`config.mk`:
```
export PLATFORM = sky130hd
export DESIGN_NAME = elev_pixel_pipe
export DESIGN_NICKNAME = d
export VERILOG_FILES = /design/src/elev_color_pkg.sv /design/src/elev_geom_pkg.sv /design/src/car_locate.sv /design/src/elev_pixel_pipe.sv /design/src/palette_map.sv /design/src/region_classify.sv
export SDC_FILE = /design/constraint.sdc
export NUM_CORES = 1
export LEC_CHECK = 0
export BUFFER_PORTS_ARGS = -buffer_cell sky130_fd_sc_hd__clkbuf_2
export CAP_MARGIN = 20
export CORE_ASPECT_RATIO = 0.7
export CORE_MARGIN = 3
export CORE_UTILIZATION = 29
export CTS_CLUSTER_DIAMETER = 40
export DETAILED_ROUTE_END_ITERATION = 12
export RECOVER_POWER = 50
export SYNTH_ARGS = -nofsm -noshare
export SYNTH_HDL_FRONTEND = slang
export SYNTH_SLANG_ARGS = --single-unit
```
`constraint.sdc`:
```
create_clock -name clk -period 6.4 [get_ports clk]
set_input_delay 0 -clock clk [delete_from_list [all_inputs] [get_ports clk]]
set_output_delay 0 -clock clk [all_outputs]
set_load 0.02 [all_outputs]
```
`src/elev_color_pkg.sv`:
```
package elev_color_pkg;

    typedef logic [3:0] channel_t;

    typedef enum logic [3:0] {
        pc_blank,
        pc_sky,
        pc_floor_a,
        pc_floor_b,
        pc_outline,
        pc_shaft_bg,
        pc_car,
        pc_stop_bg,
        pc_stop_mark,
        pc_grass
    } pix_class_t;

    localparam channel_t sky_r = 4'd2;
    localparam channel_t sky_g = 4'd8;
    localparam channel_t sky_b = 4'd15;

    // Two greys for alternating floors
    localparam channel_t floor_a_r = 4'd9;
    localparam channel_t floor_a_g = 4'd10;
    localparam channel_t floor_a_b = 4'd10;
    localparam channel_t floor_b_r = 4'd11;
    localparam channel_t floor_b_g = 4'd11;
    localparam channel_t floor_b_b = 4'd11;

    localparam channel_t outline_r = 4'd0;
    localparam channel_t outline_g = 4'd0;
    localparam channel_t outline_b = 4'd0;
    localparam channel_t shaft_bg_r = 4'd8;
    localparam channel_t shaft_bg_g = 4'd4;
    localparam channel_t shaft_bg_b = 4'd1;
    localparam channel_t car_r = 4'd4;
    localparam channel_t car_g = 4'd4;
    localparam channel_t car_b = 4'd4;

    localparam channel_t stop_bg_r = 4'd0;
    localparam channel_t stop_bg_g = 4'd0;
    localparam channel_t stop_bg_b = 4'd0;
    localparam channel_t stop_mark_r = 4'd15;
    localparam channel_t stop_mark_g = 4'd0;
    localparam channel_t stop_mark_b = 4'd0;

    localparam channel_t grass_r = 4'd0;
    localparam channel_t grass_g = 4'd15;
    localparam channel_t grass_b = 4'd0;
    localparam channel_t blank_r = 4'd0;
    localparam channel_t blank_g = 4'd0;
    localparam channel_t blank_b = 4'd0;

endpackage

```
`src/elev_geom_pkg.sv`:
```
package elev_geom_pkg;

    typedef logic [9:0] coord_t;

    // Half-floor steps, 0 is floor 1 and 10 is floor 6
    typedef logic [3:0] level_t;

    typedef logic [1:0] sim_state_t;

    typedef enum logic [2:0] {
        reg_sky,
        reg_building,
        reg_outline,
        reg_shaft_left,
        reg_shaft_right,
        reg_grass
    } region_t;

    // Screen size
    localparam int max_horiz = 640;
    localparam int max_vert = 480;

    // Border of sky and grass around the scene
    localparam int side_buffer = 20;
    localparam int top_bottom_buffer = 15;

    localparam int floor_width = 75;
    localparam int car_height = 75;
    // Idle car only shows 70 rows above the grass line
    localparam int elevator_height = 70;

    // Column boundaries, each end is exclusive
    localparam int building_left_end = 195;
    localparam int shaft_left_start = 205;
    localparam int shaft_left_end = 295;
    localparam int shaft_right_start = 305;
    localparam int shaft_right_end = 395;
    localparam int building_right_start = 405;

    // Red marker box in the stop state
    localparam int stop_x_lo = 300;
    localparam int stop_x_hi = 340;
    localparam int stop_y_lo = 200;
    localparam int stop_y_hi = 260;

    localparam sim_state_t sim_idle = 2'd0;
    localparam sim_state_t sim_moving = 2'd1;

    localparam int max_level = 10;

    // Top row of the car per level, 390 - floor(75 * level / 2)
    localparam coord_t car_top_lut [0:max_level] = '{
        10'd390, 10'd353, 10'd315, 10'd278,
        10'd240, 10'd203, 10'd165, 10'd128,
        10'd90, 10'd53, 10'd15
    };

endpackage

```
`src/car_locate.sv`:
```
`timescale 1ns/1ns
`default_nettype none

module car_locate (
    input  logic                        clk,
    input  logic                        rst_n,
    input  elev_geom_pkg::region_t      region,
    input  logic                        floor_odd,
    input  elev_geom_pkg::coord_t       x_q,
    input  elev_geom_pkg::coord_t       y_q,
    input  logic                        valid_in,
    input  elev_geom_pkg::sim_state_t   sim_state,
    input  logic [7:0]                  destination,
    output elev_color_pkg::pix_class_t  pix_class,
    output logic                        valid
);
    import elev_geom_pkg::*;
    import elev_color_pkg::*;

    level_t     level;
    coord_t     car_top;
    logic       in_idle_car;
    logic       in_moving_car;
    logic       in_stop_mark;
    pix_class_t shaft_class;
    pix_class_t class_d;

    // Upper nibble drives the left car
    always_comb begin
        if (region == reg_shaft_left) begin
            level = destination[7:4];
        end else begin
            level = destination[3:0];
        end
        if (level > level_t'(max_level)) begin
            level = level_t'(max_level);
        end
        car_top = car_top_lut[level];
    end

    assign in_idle_car = y_q >= max_vert - top_bottom_buffer - elevator_height;
    assign in_moving_car = (y_q >= car_top) && (y_q < car_top + car_height);
    assign in_stop_mark = (x_q >= stop_x_lo) && (x_q < stop_x_hi)
        && (y_q >= stop_y_lo) && (y_q < stop_y_hi);

    always_comb begin
        case (sim_state)
            sim_idle:   shaft_class = in_idle_car ? pc_car : pc_shaft_bg;
            sim_moving: shaft_class = in_moving_car ? pc_car : pc_shaft_bg;
            // Both remaining codes mean stop
            default:    shaft_class = in_stop_mark ? pc_stop_mark : pc_stop_bg;
        endcase
    end

    always_comb begin
        case (region)
            reg_sky:         class_d = pc_sky;
            reg_building:    class_d = floor_odd ? pc_floor_b : pc_floor_a;
            reg_outline:     class_d = pc_outline;
            reg_shaft_left:  class_d = shaft_class;
            reg_shaft_right: class_d = shaft_class;
            default:         class_d = pc_grass;
        endcase
    end

    always_ff @(posedge clk or negedge rst_n) begin
        if (!rst_n) begin
            valid     <= 1'b0;
            pix_class <= pc_blank;
        end else begin
            valid     <= valid_in;
            pix_class <= valid_in ? class_d : pc_blank;
        end
    end

endmodule

`default_nettype wire

```
`src/elev_pixel_pipe.sv`:
```
`timescale 1ns/1ns
`default_nettype none

module elev_pixel_pipe (
    input  logic                      clk,
    input  logic                      rst_n,
    input  logic                      enable,
    input  elev_geom_pkg::coord_t     x_coord,
    input  elev_geom_pkg::coord_t     y_coord,
    input  elev_geom_pkg::sim_state_t sim_state,
    input  logic [7:0]                destination,
    output elev_color_pkg::channel_t  red,
    output elev_color_pkg::channel_t  green,
    output elev_color_pkg::channel_t  blue
);
    import elev_geom_pkg::*;
    import elev_color_pkg::*;

    region_t    s1_region;
    logic       s1_floor_odd;
    coord_t     s1_x;
    coord_t     s1_y;
    logic       s1_valid;
    sim_state_t sim_state_q;
    logic [7:0] destination_q;
    pix_class_t s2_class;
    logic       s2_valid;

    // Align state and destination with the pixel leaving stage one
    always_ff @(posedge clk) begin
        sim_state_q   <= sim_state;
        destination_q <= destination;
    end

    region_classify region_classify_i (
        .clk       (clk),
        .rst_n     (rst_n),
        .enable    (enable),
        .x_coord   (x_coord),
        .y_coord   (y_coord),
        .region    (s1_region),
        .floor_odd (s1_floor_odd),
        .x_q       (s1_x),
        .y_q       (s1_y),
        .valid     (s1_valid)
    );

    car_locate car_locate_i (
        .clk         (clk),
        .rst_n       (rst_n),
        .region      (s1_region),
        .floor_odd   (s1_floor_odd),
        .x_q         (s1_x),
        .y_q         (s1_y),
        .valid_in    (s1_valid),
        .sim_state   (sim_state_q),
        .destination (destination_q),
        .pix_class   (s2_class),
        .valid       (s2_valid)
    );

    palette_map palette_map_i (
        .clk       (clk),
        .rst_n     (rst_n),
        .pix_class (s2_class),
        .valid_in  (s2_valid),
        .red       (red),
        .green     (green),
        .blue      (blue)
    );

endmodule

`default_nettype wire

```
`src/palette_map.sv`:
```
`timescale 1ns/1ns
`default_nettype none

module palette_map (
    input  logic                       clk,
    input  logic                       rst_n,
    input  elev_color_pkg::pix_class_t pix_class,
    input  logic                       valid_in,
    output elev_color_pkg::channel_t   red,
    output elev_color_pkg::channel_t   green,
    output elev_color_pkg::channel_t   blue
);
    import elev_color_pkg::*;

    channel_t red_d;
    channel_t green_d;
    channel_t blue_d;

    always_comb begin
        case (pix_class)
            pc_sky:       {red_d, green_d, blue_d} = {sky_r, sky_g, sky_b};
            pc_floor_a:   {red_d, green_d, blue_d} = {floor_a_r, floor_a_g, floor_a_b};
            pc_floor_b:   {red_d, green_d, blue_d} = {floor_b_r, floor_b_g, floor_b_b};
            pc_outline:   {red_d, green_d, blue_d} = {outline_r, outline_g, outline_b};
            pc_shaft_bg:  {red_d, green_d, blue_d} = {shaft_bg_r, shaft_bg_g, shaft_bg_b};
            pc_car:       {red_d, green_d, blue_d} = {car_r, car_g, car_b};
            pc_stop_bg:   {red_d, green_d, blue_d} = {stop_bg_r, stop_bg_g, stop_bg_b};
            pc_stop_mark: {red_d, green_d, blue_d} = {stop_mark_r, stop_mark_g, stop_mark_b};
            pc_grass:     {red_d, green_d, blue_d} = {grass_r, grass_g, grass_b};
            default:      {red_d, green_d, blue_d} = {blank_r, blank_g, blank_b};
        endcase
    end

    // Black during blanking
    always_ff @(posedge clk or negedge rst_n) begin
        if (!rst_n) begin
            red   <= '0;
            green <= '0;
            blue  <= '0;
        end else if (!valid_in) begin
            red   <= '0;
            green <= '0;
            blue  <= '0;
        end else begin
            red   <= red_d;
            green <= green_d;
            blue  <= blue_d;
        end
    end

endmodule

`default_nettype wire

```
`src/region_classify.sv`:
```
`timescale 1ns/1ns
`default_nettype none

module region_classify (
    input  logic                   clk,
    input  logic                   rst_n,
    input  logic                   enable,
    input  elev_geom_pkg::coord_t  x_coord,
    input  elev_geom_pkg::coord_t  y_coord,
    output elev_geom_pkg::region_t region,
    output logic                   floor_odd,
    output elev_geom_pkg::coord_t  x_q,
    output elev_geom_pkg::coord_t  y_q,
    output logic                   valid
);
    import elev_geom_pkg::*;

    region_t region_d;
    coord_t  band_raw;
    logic [2:0] band;
    logic above_ground;
    logic in_building;
    logic in_outline;
    logic in_right_sky;

    // Floor band counted down from the top buffer, floor 1 absorbs the rest
    always_comb begin
        band_raw = (y_coord - coord_t'(top_bottom_buffer)) / coord_t'(floor_width);
        if (band_raw > 10'd5) begin
            band = 3'd5;
        end else begin
            band = band_raw[2:0];
        end
    end

    assign above_ground = y_coord < max_vert - top_bottom_buffer;

    assign in_right_sky = (x_coord >= max_horiz - side_buffer) && (x_coord < max_horiz)
        && above_ground;

    assign in_building = ((x_coord >= side_buffer) && (x_coord < building_left_end))
        || ((x_coord >= building_right_start) && (x_coord < max_horiz - side_buffer));

    assign in_outline = ((x_coord >= building_left_end) && (x_coord < shaft_left_start))
        || ((x_coord >= shaft_left_end) && (x_coord < shaft_right_start))
        || ((x_coord >= shaft_right_end) && (x_coord < building_right_start));

    // Priority follows the drawing order of the scene
    always_comb begin
        if ((x_coord < side_buffer) || (y_coord < top_bottom_buffer) || in_right_sky) begin
            region_d = reg_sky;
        end else if (in_building) begin
            region_d = reg_building;
        end else if (in_outline && above_ground) begin
            region_d = reg_outline;
        end else if ((x_coord >= shaft_left_start) && (x_coord < shaft_left_end)
                     && above_ground) begin
            region_d = reg_shaft_left;
        end else if ((x_coord >= shaft_right_start) && (x_coord < shaft_right_end)
                     && above_ground) begin
            region_d = reg_shaft_right;
        end else begin
            region_d = reg_grass;
        end
    end

    always_ff @(posedge clk or negedge rst_n) begin
        if (!rst_n) begin
            valid     <= 1'b0;
            region    <= reg_grass;
            floor_odd <= 1'b0;
        end else begin
            valid     <= enable;
            region    <= region_d;
            floor_odd <= band[0];
        end
    end

    // Coordinates ride along for the car test in the next stage
    always_ff @(posedge clk) begin
        x_q <= x_coord;
        y_q <= y_coord;
    end

endmodule

`default_nettype wire

```
==> flow_summary.ini, run 1 <==
[outcome]
status = complete, no violations

[grt]
busiest_layer = met2
gr-usage-all-layers = 0.138
grtUsageMet1 = 0.202
grt.met2_usage = 0.211
grt_pass1_vias = 3398
use_met3 = 0.0315
grt_start_max_net_pins = 22
antenna_found_initial = 0
gr-total-overflow = 0
grt_pass1_wl_um = 16800

[critical_path]
cp_data_required_time_ns = 6.64
r2r-start = region_classify_i.region[0]
critPathKind = register to register
r2r_cells = 22
reg2reg_slack_ns = 1.14
path_max_fanout = 14
startpoint_type = register
cp.arrival_ns = 5.50
r2r_end = car_locate_i.pix_class[1]
endpoint_kind = register

[synth]
syn_inst = 465
async_reset_ff_frac = 0.429
synth_cell_type_count = 69
synth_flop_cell = dfxtp_1
synthAdderAreaFrac = 0.0997
yosysSeqAreaShare = 0.280
syn_avg_cell_area_um2 = 8.37
syn_area_um2 = 3890
yosys_warnings = 0
synth_simple_gate_area_share = 0.218
synth_compound_area_frac = 0.263
synth_edf_count = 0
synth_xor_area_frac = 0.0650
ys_ff_latch = 49
synth_nets = 529
synthMuxAreaShare = 0.0344
synth_top_family_by_area = compound AO/OA/AOI/OAI gates

[timing]
post-route-period-util = 0.823
fin_crit_ns = 5.26
slew_violations = 0
fin_skew_ns = 0.00970
finalSetupViolCount = 0
worst_pin_slew_ns = 1.15
rsz0062_at_grt = false
clock.fmax_mhz = 190
finalSetupTns_ns = 0
hold_viol_final = 0
relSlewSlack = 0.233

[final_layout]
fin_area_um2 = 4680
area_growth_pct = 20.3
multi_input_area_um2 = 2650
fillers = 1298
layout_commonest_cell = a21oi_1
final_cell_mix = a21oi_1, nor2_1, ha_1
diodes = 0
drive_gt1_frac = 0.104
fin_nets = 594
seq_area_um2 = 1090

[placement]
postPlaceCellArea_um2 = 4240
io_buffers = 44
hpwl_um = 7740
gp_routability_congestion = 0.964

[detailed_routing]
drt_iter0_drc = 232
drtAntennaViolNets = 0
vias = 3711
drc_errors = 0
first_pass_iters = 5
drt_wl_total_um = 10200
wire_per_inst_um = 14.7
via_per_inst = 5.35

[run]
max-cap-violations = 0

[clock_network]
cts-root-buf = clkbuf_16
cts_buffers = 5
clk_pin_slew_ns = 0.07
post_cts_resized = 0
insertion_delay_ns = 0.29
clock_path_buffers = 2
cts_tree = done
h-tree-depth = 2
cts_sinks = 49

[pwr]
p_leak_uw = 0.00194
peakVddDrop_v = 0.000110
cellPowerDensity_nw_per_um2 = 220

[min_path]
min_to = region_classify_i.y_q[5]
whs_path_depth = 1
hold_path.class = input port to register
min-delay-start = y_coord[5]

[floorplan]
die_w_um = 144
die_y_um = 103
fp-row-count = 34
start_util = 0.305
boundaryPins = 45
coreArea_um2 = 12800
dieArea_um2 = 14900
==> worst max-delay path, stage by stage (launching register included) <==
cell and delay [ns]:
dfstp_2 0.55, nand2b_1 0.07, or2_2 0.37, mux2i_1 0.73, nand2_1 0.22, a21o_1 0.26
ha_1 0.25, and2_1 0.18, a21o_1 0.20, ha_1 0.29, ha_1 0.26, nor2b_1 0.13
o21a_1 0.16, o21a_1 0.16, o21a_1 0.16, o21a_1 0.16, o21a_1 0.16, o21a_1 0.16
o211ai_1 0.17, a41o_1 0.21, o21bai_1 0.08, a21oi_1 0.15, o21a_1 0.12
==> logic make-up (layout without fill, tap and decap cells) <==
| logic type | Yosys count | after routing |
|---|---|---|
| xor+xnor | 28 | 28 |
| flops | 49 | 49 |
| mux | 13 | 13 |
| buf+inv | 35 | 101 |
| simple gates | 159 | 159 |
| compound gates | 150 | 150 |
| fa+ha+maj | 31 | 31 |
==> state kept, by name, summed over array words and instances, names as in the netlist <==
name	flops
destination_q	8
palette_map_i.green	4
sim_state_q	2
palette_map_i.red	4
palette_map_i.blue	3
region_classify_i.valid	1
region_classify_i.region	3
region_classify_i.floor_odd	1
car_locate_i.valid	1
region_classify_i.x_q	8
region_classify_i.y_q	10
car_locate_i.pix_class	4
==> cell type report <==
cell class,instances,share of cell area
Clock inverter,3,0.00989
Clock buffer,5,0.0267
Tap cell,162,0.0433
Inverter,17,0.0136
Timing Repair Buffer,76,0.108
Multi-Input combinational cell,381,0.566
Sequential cell,49,0.233
==> metal layers <==
metal | wire length, um | share of wire
met1 | 5140 | 0.50
met2 | 4400 | 0.43
met3 | 608 | 0.060
met4 | 50 | 0.0049
met5 | 0 | 0
==> synth_stat cells, types with 16 or more instances <==
cell	count	area, um2
nand2_1	29	109
a21oi_1	35	175
nor3_1	18	90.1
dfrtp_1	19	475
xnor2_1	19	166
nand2b_1	16	100
inv_1	17	63.8
nor2_1	32	120
dfxtp_1	28	561
ha_1	31	388
o21ai_0	30	150
==> how the worst max path moves through the flow <==
| stage | to | slack (ns) | start | depth (start not counted) |
|---|---|---|---|---|
| after global placement | car_locate_i.pix_class[1] | 1.36 | region_classify_i.region[0] | 22 |
| after CTS | car_locate_i.pix_class[1] | 1.15 | region_classify_i.region[0] | 22 |
| after global routing | car_locate_i.pix_class[1] | 0.73 | region_classify_i.region[0] | 22 |
| final | car_locate_i.pix_class[1] | 1.14 | region_classify_i.region[0] | 22 |
| after detailed placement | car_locate_i.pix_class[1] | 1.15 | region_classify_i.region[0] | 22 |
| after floorplan | car_locate_i.pix_class[1] | 1.60 | region_classify_i.region[1] | 25 |
==> what timing repair did <==
| item | in CTS | in global routing |
|---|---|---|
| setup buffers | 0 | 0 |
| hold buffers | 28 | 0 |
| endpoints found under the hold margin | 46 | 0 |
==> through the flow <==
stage	total power [uW]	worst slack, ns	utilization	hold WS (ns)	cells
floorplan	620	1.60	-	-0.296	465
global placement	710	1.36	0.333	-0.0143	656
detailed placement	713	1.15	0.333	0.00159	656
CTS	1030	1.15	0.368	0.000269	692
global route	1090	0.731	0.367	0.102	693
finish	1030	1.14	0.367	0.0962	693
==> power by group <==
part	internal (uW)	total, uW	leakage (uW)	switching, uW
clock network	185	299	0.0000800	114
registers	332	351	0.000504	18.4
logic	155	379	0.00135	224
total	672	1030	0.00194	357
No activity file was read; power rests on OpenSTA's default activity.
==> run 2: changes to the inputs <==
- clock period: 6.4 -> 4.7 ns (I/O delays scaled with it)
==> flow_summary.ini, run 2 (same netlist as run 1, synthesis figures left out) <==
[timing]
finalSetupViolCount = 0
hold_viol_final = 0
fin_skew_ns = 0.00532
fin_crit_ns = 4.55
slew_violations = 0
relSlewSlack = 0.246
clock.fmax_mhz = 220
worst_pin_slew_ns = 1.13
post-route-period-util = 0.967
finalSetupTns_ns = 0
fin_ws_ns = 0.155

[critical_path]
cp_num_buf_inv = 0
crit_top_cell = o21a_1
slowest_stage = dfstp_2
cp_data_required_time_ns = 4.92
startpoint_type = register
critPathKind = register to register
cp_slowest_stage_delay_ns = 0.56
path_max_fanout = 6
worstPathCellList = nand2b_1 -> or2_4 -> mux2_4 -> a21o_1 -> ha_1 -> nand2b_1 -> o21ai_0 -> a21o_1 -> xnor2_1 -> ha_1 -> o21a_1 -> o21a_1 -> o21a_1 -> o21a_1 -> o21a_1 -> o21a_1 -> o211ai_1 -> a41o_1 -> o21bai_1 -> nor3_1 -> o21a_1
cp.arrival_ns = 4.77
critical-path-top-delay-family = compound AO/OA/AOI/OAI gates
endpoint_kind = register

[floorplan]
fp-row-count = 34
dieArea_um2 = 14900
coreArea_um2 = 12800
start_util = 0.305
die_y_um = 103
boundaryPins = 45
die_w_um = 144

[detailed_routing]
drt_iter0_drc = 255
drc_errors = 0
drtAntennaViolNets = 0
wire_per_inst_um = 14.8
via_per_inst = 5.39
vias = 3841
first_pass_iters = 5
drt_wl_total_um = 10500

[final_layout]
area_growth_pct = 27.2
drive_gt1_frac = 0.169
diodes = 0
final_cell_mix = a21oi_1, nor2_1, o21ai_0
largest_reg_flops = 10
fin_nets = 613
seq_area_um2 = 1090
regMostFlops = region_classify_i.y_q
multi_input_area_um2 = 2770
fillers = 1279
layout_commonest_cell = a21oi_1
largestRegisters = region_classify_i.y_q (10), destination_q (8), region_classify_i.x_q (8)

[clock_network]
insertion_delay_ns = 0.28
cts-root-buf = clkbuf_16
clock_path_buffers = 2
cts_sinks = 49
clk_pin_slew_ns = 0.06
h-tree-depth = 2
cts_tree = done
cts_buffers = 5

[pwr]
peakVddDrop_v = 0.000145
cellPowerDensity_nw_per_um2 = 292
p_leak_uw = 0.00205

[outcome]
status = complete, no violations

[grt]
antenna_found_initial = 0
grt_pass1_vias = 3514
grt_pass1_wl_um = 17300
gr-usage-all-layers = 0.142
grt_start_max_net_pins = 22
gr-total-overflow = 0

[run]
max-cap-violations = 0

[placement]
hpwl_um = 8070
io_buffers = 44
gp_routability_congestion = 0.984
place_ws_ns = 0.0302

[min_path]
hold_path.class = input port to register
-- run 2: cell types whose count changed in the layout (fill, tap and decap cells not counted), sizes merged --
cell / before / now
clkbuf: 49 / 50
dlygate4sd3: 28 / 27
buf: 4 / 24
clkinv: 1 / 0
-- run 2: final cells by class --
type,instances,share of cell area
Tap cell,162,0.0410
Clock inverter,2,0.00758
Inverter,17,0.0129
Sequential cell,49,0.220
Clock buffer,6,0.0281
Multi-Input combinational cell,381,0.559
Timing Repair Buffer,95,0.132
-- run 2: final timing paths --
| check | slack, ns | cells past startpoint | startpoint | endpoint |
|---|---|---|---|---|
| worst max-delay path | 0.15 | 21 | region_classify_i.region[0] | car_locate_i.pix_class[1] |
| worst min-delay path | 0.1 | 1 | y_coord[5] | region_classify_i.y_q[5] |
| worst max register to register | 0.15 | 21 | region_classify_i.region[0] | car_locate_i.pix_class[1] |
| worst min register to register | 0.46 | 0 | region_classify_i.valid | car_locate_i.valid |
| max in group asynchronous | 3.54 | 2 | rst_n | region_classify_i.floor_odd |
| min in group asynchronous | 0.49 | 2 | rst_n | palette_map_i.red[3] |
-- run 2: metrics by stage --
stage          cell area, um2  hold slack [ns]  total power (uW)  instances  utilization
5_1_grt                  4950           0.0939              1540        712        0.388
3_3_place_gp             4340          -0.0133               978        668        0.340
2_1_floorplan            3890           -0.296               845        465            -
3_5_place_dp             4340         -0.00295               983        668        0.340
4_1_cts                  4780          0.00326              1420        703        0.375
6_report                 4950           0.0998              1450        712        0.388
-- run 2: power breakdown --
part | internal, uW | total, uW | switching (uW)
Combinational | 241 | 556 | 315
Clock | 265 | 413 | 147
Sequential | 453 | 478 | 25.3
Total | 959 | 1450 | 487
-- run 2: per-layer routing --
layer / GRT usage / vias to the layer above / wire length [um]
met5: 0 / - / 0
met2: 0.214 / 137 / 4570
met3: 0.0320 / 12 / 674
met1: 0.209 / 1793 / 5210
met4: 0.0258 / 0 / 90
li1: - / 1899 / -
-- run 2: repair_timing --
item	in CTS	in global routing
setup endpoints to repair	0	3
hold buffers	27	0
hold endpoints to repair	45	0
gates resized for setup	0	24
setup buffers	0	9
==> run 3: changes to the inputs <==
- clock period: 4.7 -> 5.11 ns (I/O delays scaled with it)
==> flow_summary.ini, run 3 (same netlist as run 1, synthesis figures left out) <==
[timing]
rsz0062_at_grt = false
hold_viol_final = 0
fin_ws_ns = 0.259
finalSetupViolCount = 0
whs_ns = 0.125
fin_skew_ns = 0.00536
finalSetupTns_ns = 0
fin_crit_ns = 4.85
post-route-period-util = 0.949
clock.fmax_mhz = 206
relSlewSlack = 0.253
slew_violations = 0
worst_pin_slew_ns = 1.12

[critical_path]
cp.arrival_ns = 5.08
critical-path-top-delay-family = compound AO/OA/AOI/OAI gates
slowest_stage = dfstp_2
cp_slowest_stage_delay_ns = 0.56
startpoint_type = register
cp_num_buf_inv = 1
crit_top_cell = o21a_1
worstPathCellList = nand2b_1 -> or2_2 -> mux2i_2 -> o21ai_0 -> inv_1 -> ha_1 -> or3_1 -> nand2_1 -> ha_1 -> ha_1 -> nor2b_1 -> o21a_1 -> o21a_1 -> o21a_1 -> o21a_1 -> o21a_1 -> o21a_1 -> o211ai_1 -> a41o_1 -> o21bai_1 -> nor3_1 -> o21a_1
endpoint_kind = register
critPathKind = register to register
path_max_fanout = 9
cp_data_required_time_ns = 5.34

[grt]
gr-usage-all-layers = 0.138
gr-total-overflow = 0
grt_start_max_net_pins = 22
grt_pass1_vias = 3380
antenna_found_initial = 1
grt_pass1_wl_um = 16900

[clock_network]
post_cts_buffers = 0
insertion_delay_ns = 0.29
cts-root-buf = clkbuf_16
cts_buffers = 5
clock_path_buffers = 2
cts_tree = done
cts_sinks = 49
h-tree-depth = 2
clk_pin_slew_ns = 0.07

[placement]
hpwl_um = 7750
place_ws_ns = 0.207
io_buffers = 44
gp_routability_congestion = 0.964

[final_layout]
final_cell_mix = a21oi_1, nor2_1, ha_1
area_growth_pct = 21.2
drive_gt1_frac = 0.115
largest_reg_flops = 10
largestRegisters = region_classify_i.y_q (10), destination_q (8), region_classify_i.x_q (8)
fin_nets = 600
regMostFlops = region_classify_i.y_q
layout_commonest_cell = a21oi_1

[pwr]
cellPowerDensity_nw_per_um2 = 264
peakVddDrop_v = 0.000141
p_leak_uw = 0.00195

[floorplan]
start_util = 0.305
dieArea_um2 = 14900
die_w_um = 144
boundaryPins = 45
fp-row-count = 34
coreArea_um2 = 12800
die_y_um = 103

[detailed_routing]
drt_wl_total_um = 10100
drc_errors = 0
first_pass_iters = 5
via_per_inst = 5.36
wire_per_inst_um = 14.4
vias = 3754
drtAntennaViolNets = 0
drt_iter0_drc = 209

[min_path]
hold_path.class = input port to register

[run]
max-cap-violations = 0

[outcome]
status = complete, no violations
## run 3: layer usage
| metal | wire length [um] | track usage | up-vias | part of all wire |
|---|---|---|---|---|
| li1 | - | - | 1874 | - |
| met1 | 5060 | 0.207 | 1750 | 0.50 |
| met2 | 4240 | 0.203 | 117 | 0.42 |
| met3 | 647 | 0.0269 | 13 | 0.064 |
| met4 | 146 | 0.0337 | 0 | 0.014 |
| met5 | 0 | 0 | - | 0 |
## run 3: cell type report
cell class | instances | area [um2]
Antenna cell | 1 | 2.50
Multi-Input combinational cell | 381 | 2650
Tap cell | 162 | 203
Clock buffer | 5 | 125
Sequential cell | 49 | 1090
Timing Repair Buffer | 82 | 556
Inverter | 17 | 63.8
Clock inverter | 3 | 25.0
Fill cell | 1304 | 8050
## run 3: timing repair
item                                    in CTS  in global routing
hold buffers                                29                  0
endpoints found under the hold margin       47                  0
endpoints found under the setup margin       0                  2
resized for setup                            0                  1
## run 3: metrics by stage
step,cell area [um2],utilization,cells,power [uW]
5_1_grt,4710,0.369,700,1330
4_1_cts,4730,0.371,699,1250
3_5_place_dp,4290,0.336,662,896
6_report,4710,0.369,700,1250
3_3_place_gp,4290,0.336,662,895
2_1_floorplan,3890,-,465,777
## run 3: path summary, 6_finish.rpt
check	slack (ns)	to	from	cells past startpoint
max	0.26	car_locate_i.pix_class[1]	region_classify_i.region[0]	22
min	0.12	region_classify_i.y_q[3]	y_coord[3]	1
max reg2reg	0.26	car_locate_i.pix_class[1]	region_classify_i.region[0]	22
min reg2reg	0.46	car_locate_i.valid	region_classify_i.valid	0
max in group asynchronous	3.99	car_locate_i.pix_class[1]	rst_n	2
min in group asynchronous	0.45	palette_map_i.red[2]	rst_n	2
## run 3: worst register-to-register path, stage by stage, from the launching register on
cell and delay (ns):
dfstp_2 0.56, nand2b_1 0.07, or2_2 0.38, mux2i_2 0.26
o21ai_0 0.29, inv_1 0.10, ha_1 0.25, or3_1 0.40
nand2_1 0.13, ha_1 0.25, ha_1 0.26, nor2b_1 0.13
o21a_1 0.16, o21a_1 0.17, o21a_1 0.17, o21a_1 0.16
o21a_1 0.16, o21a_1 0.16, o211ai_1 0.15, a41o_1 0.21
o21bai_1 0.08, nor3_1 0.15, o21a_1 0.14
## run 3: power breakdown
group | internal (uW) | leakage, uW | switching (uW)
Sequential | 416 | 0.000504 | 22.3
Combinational | 200 | 0.00138 | 274
Clock | 185 | 0.0000708 | 148
Total | 801 | 0.00195 | 445
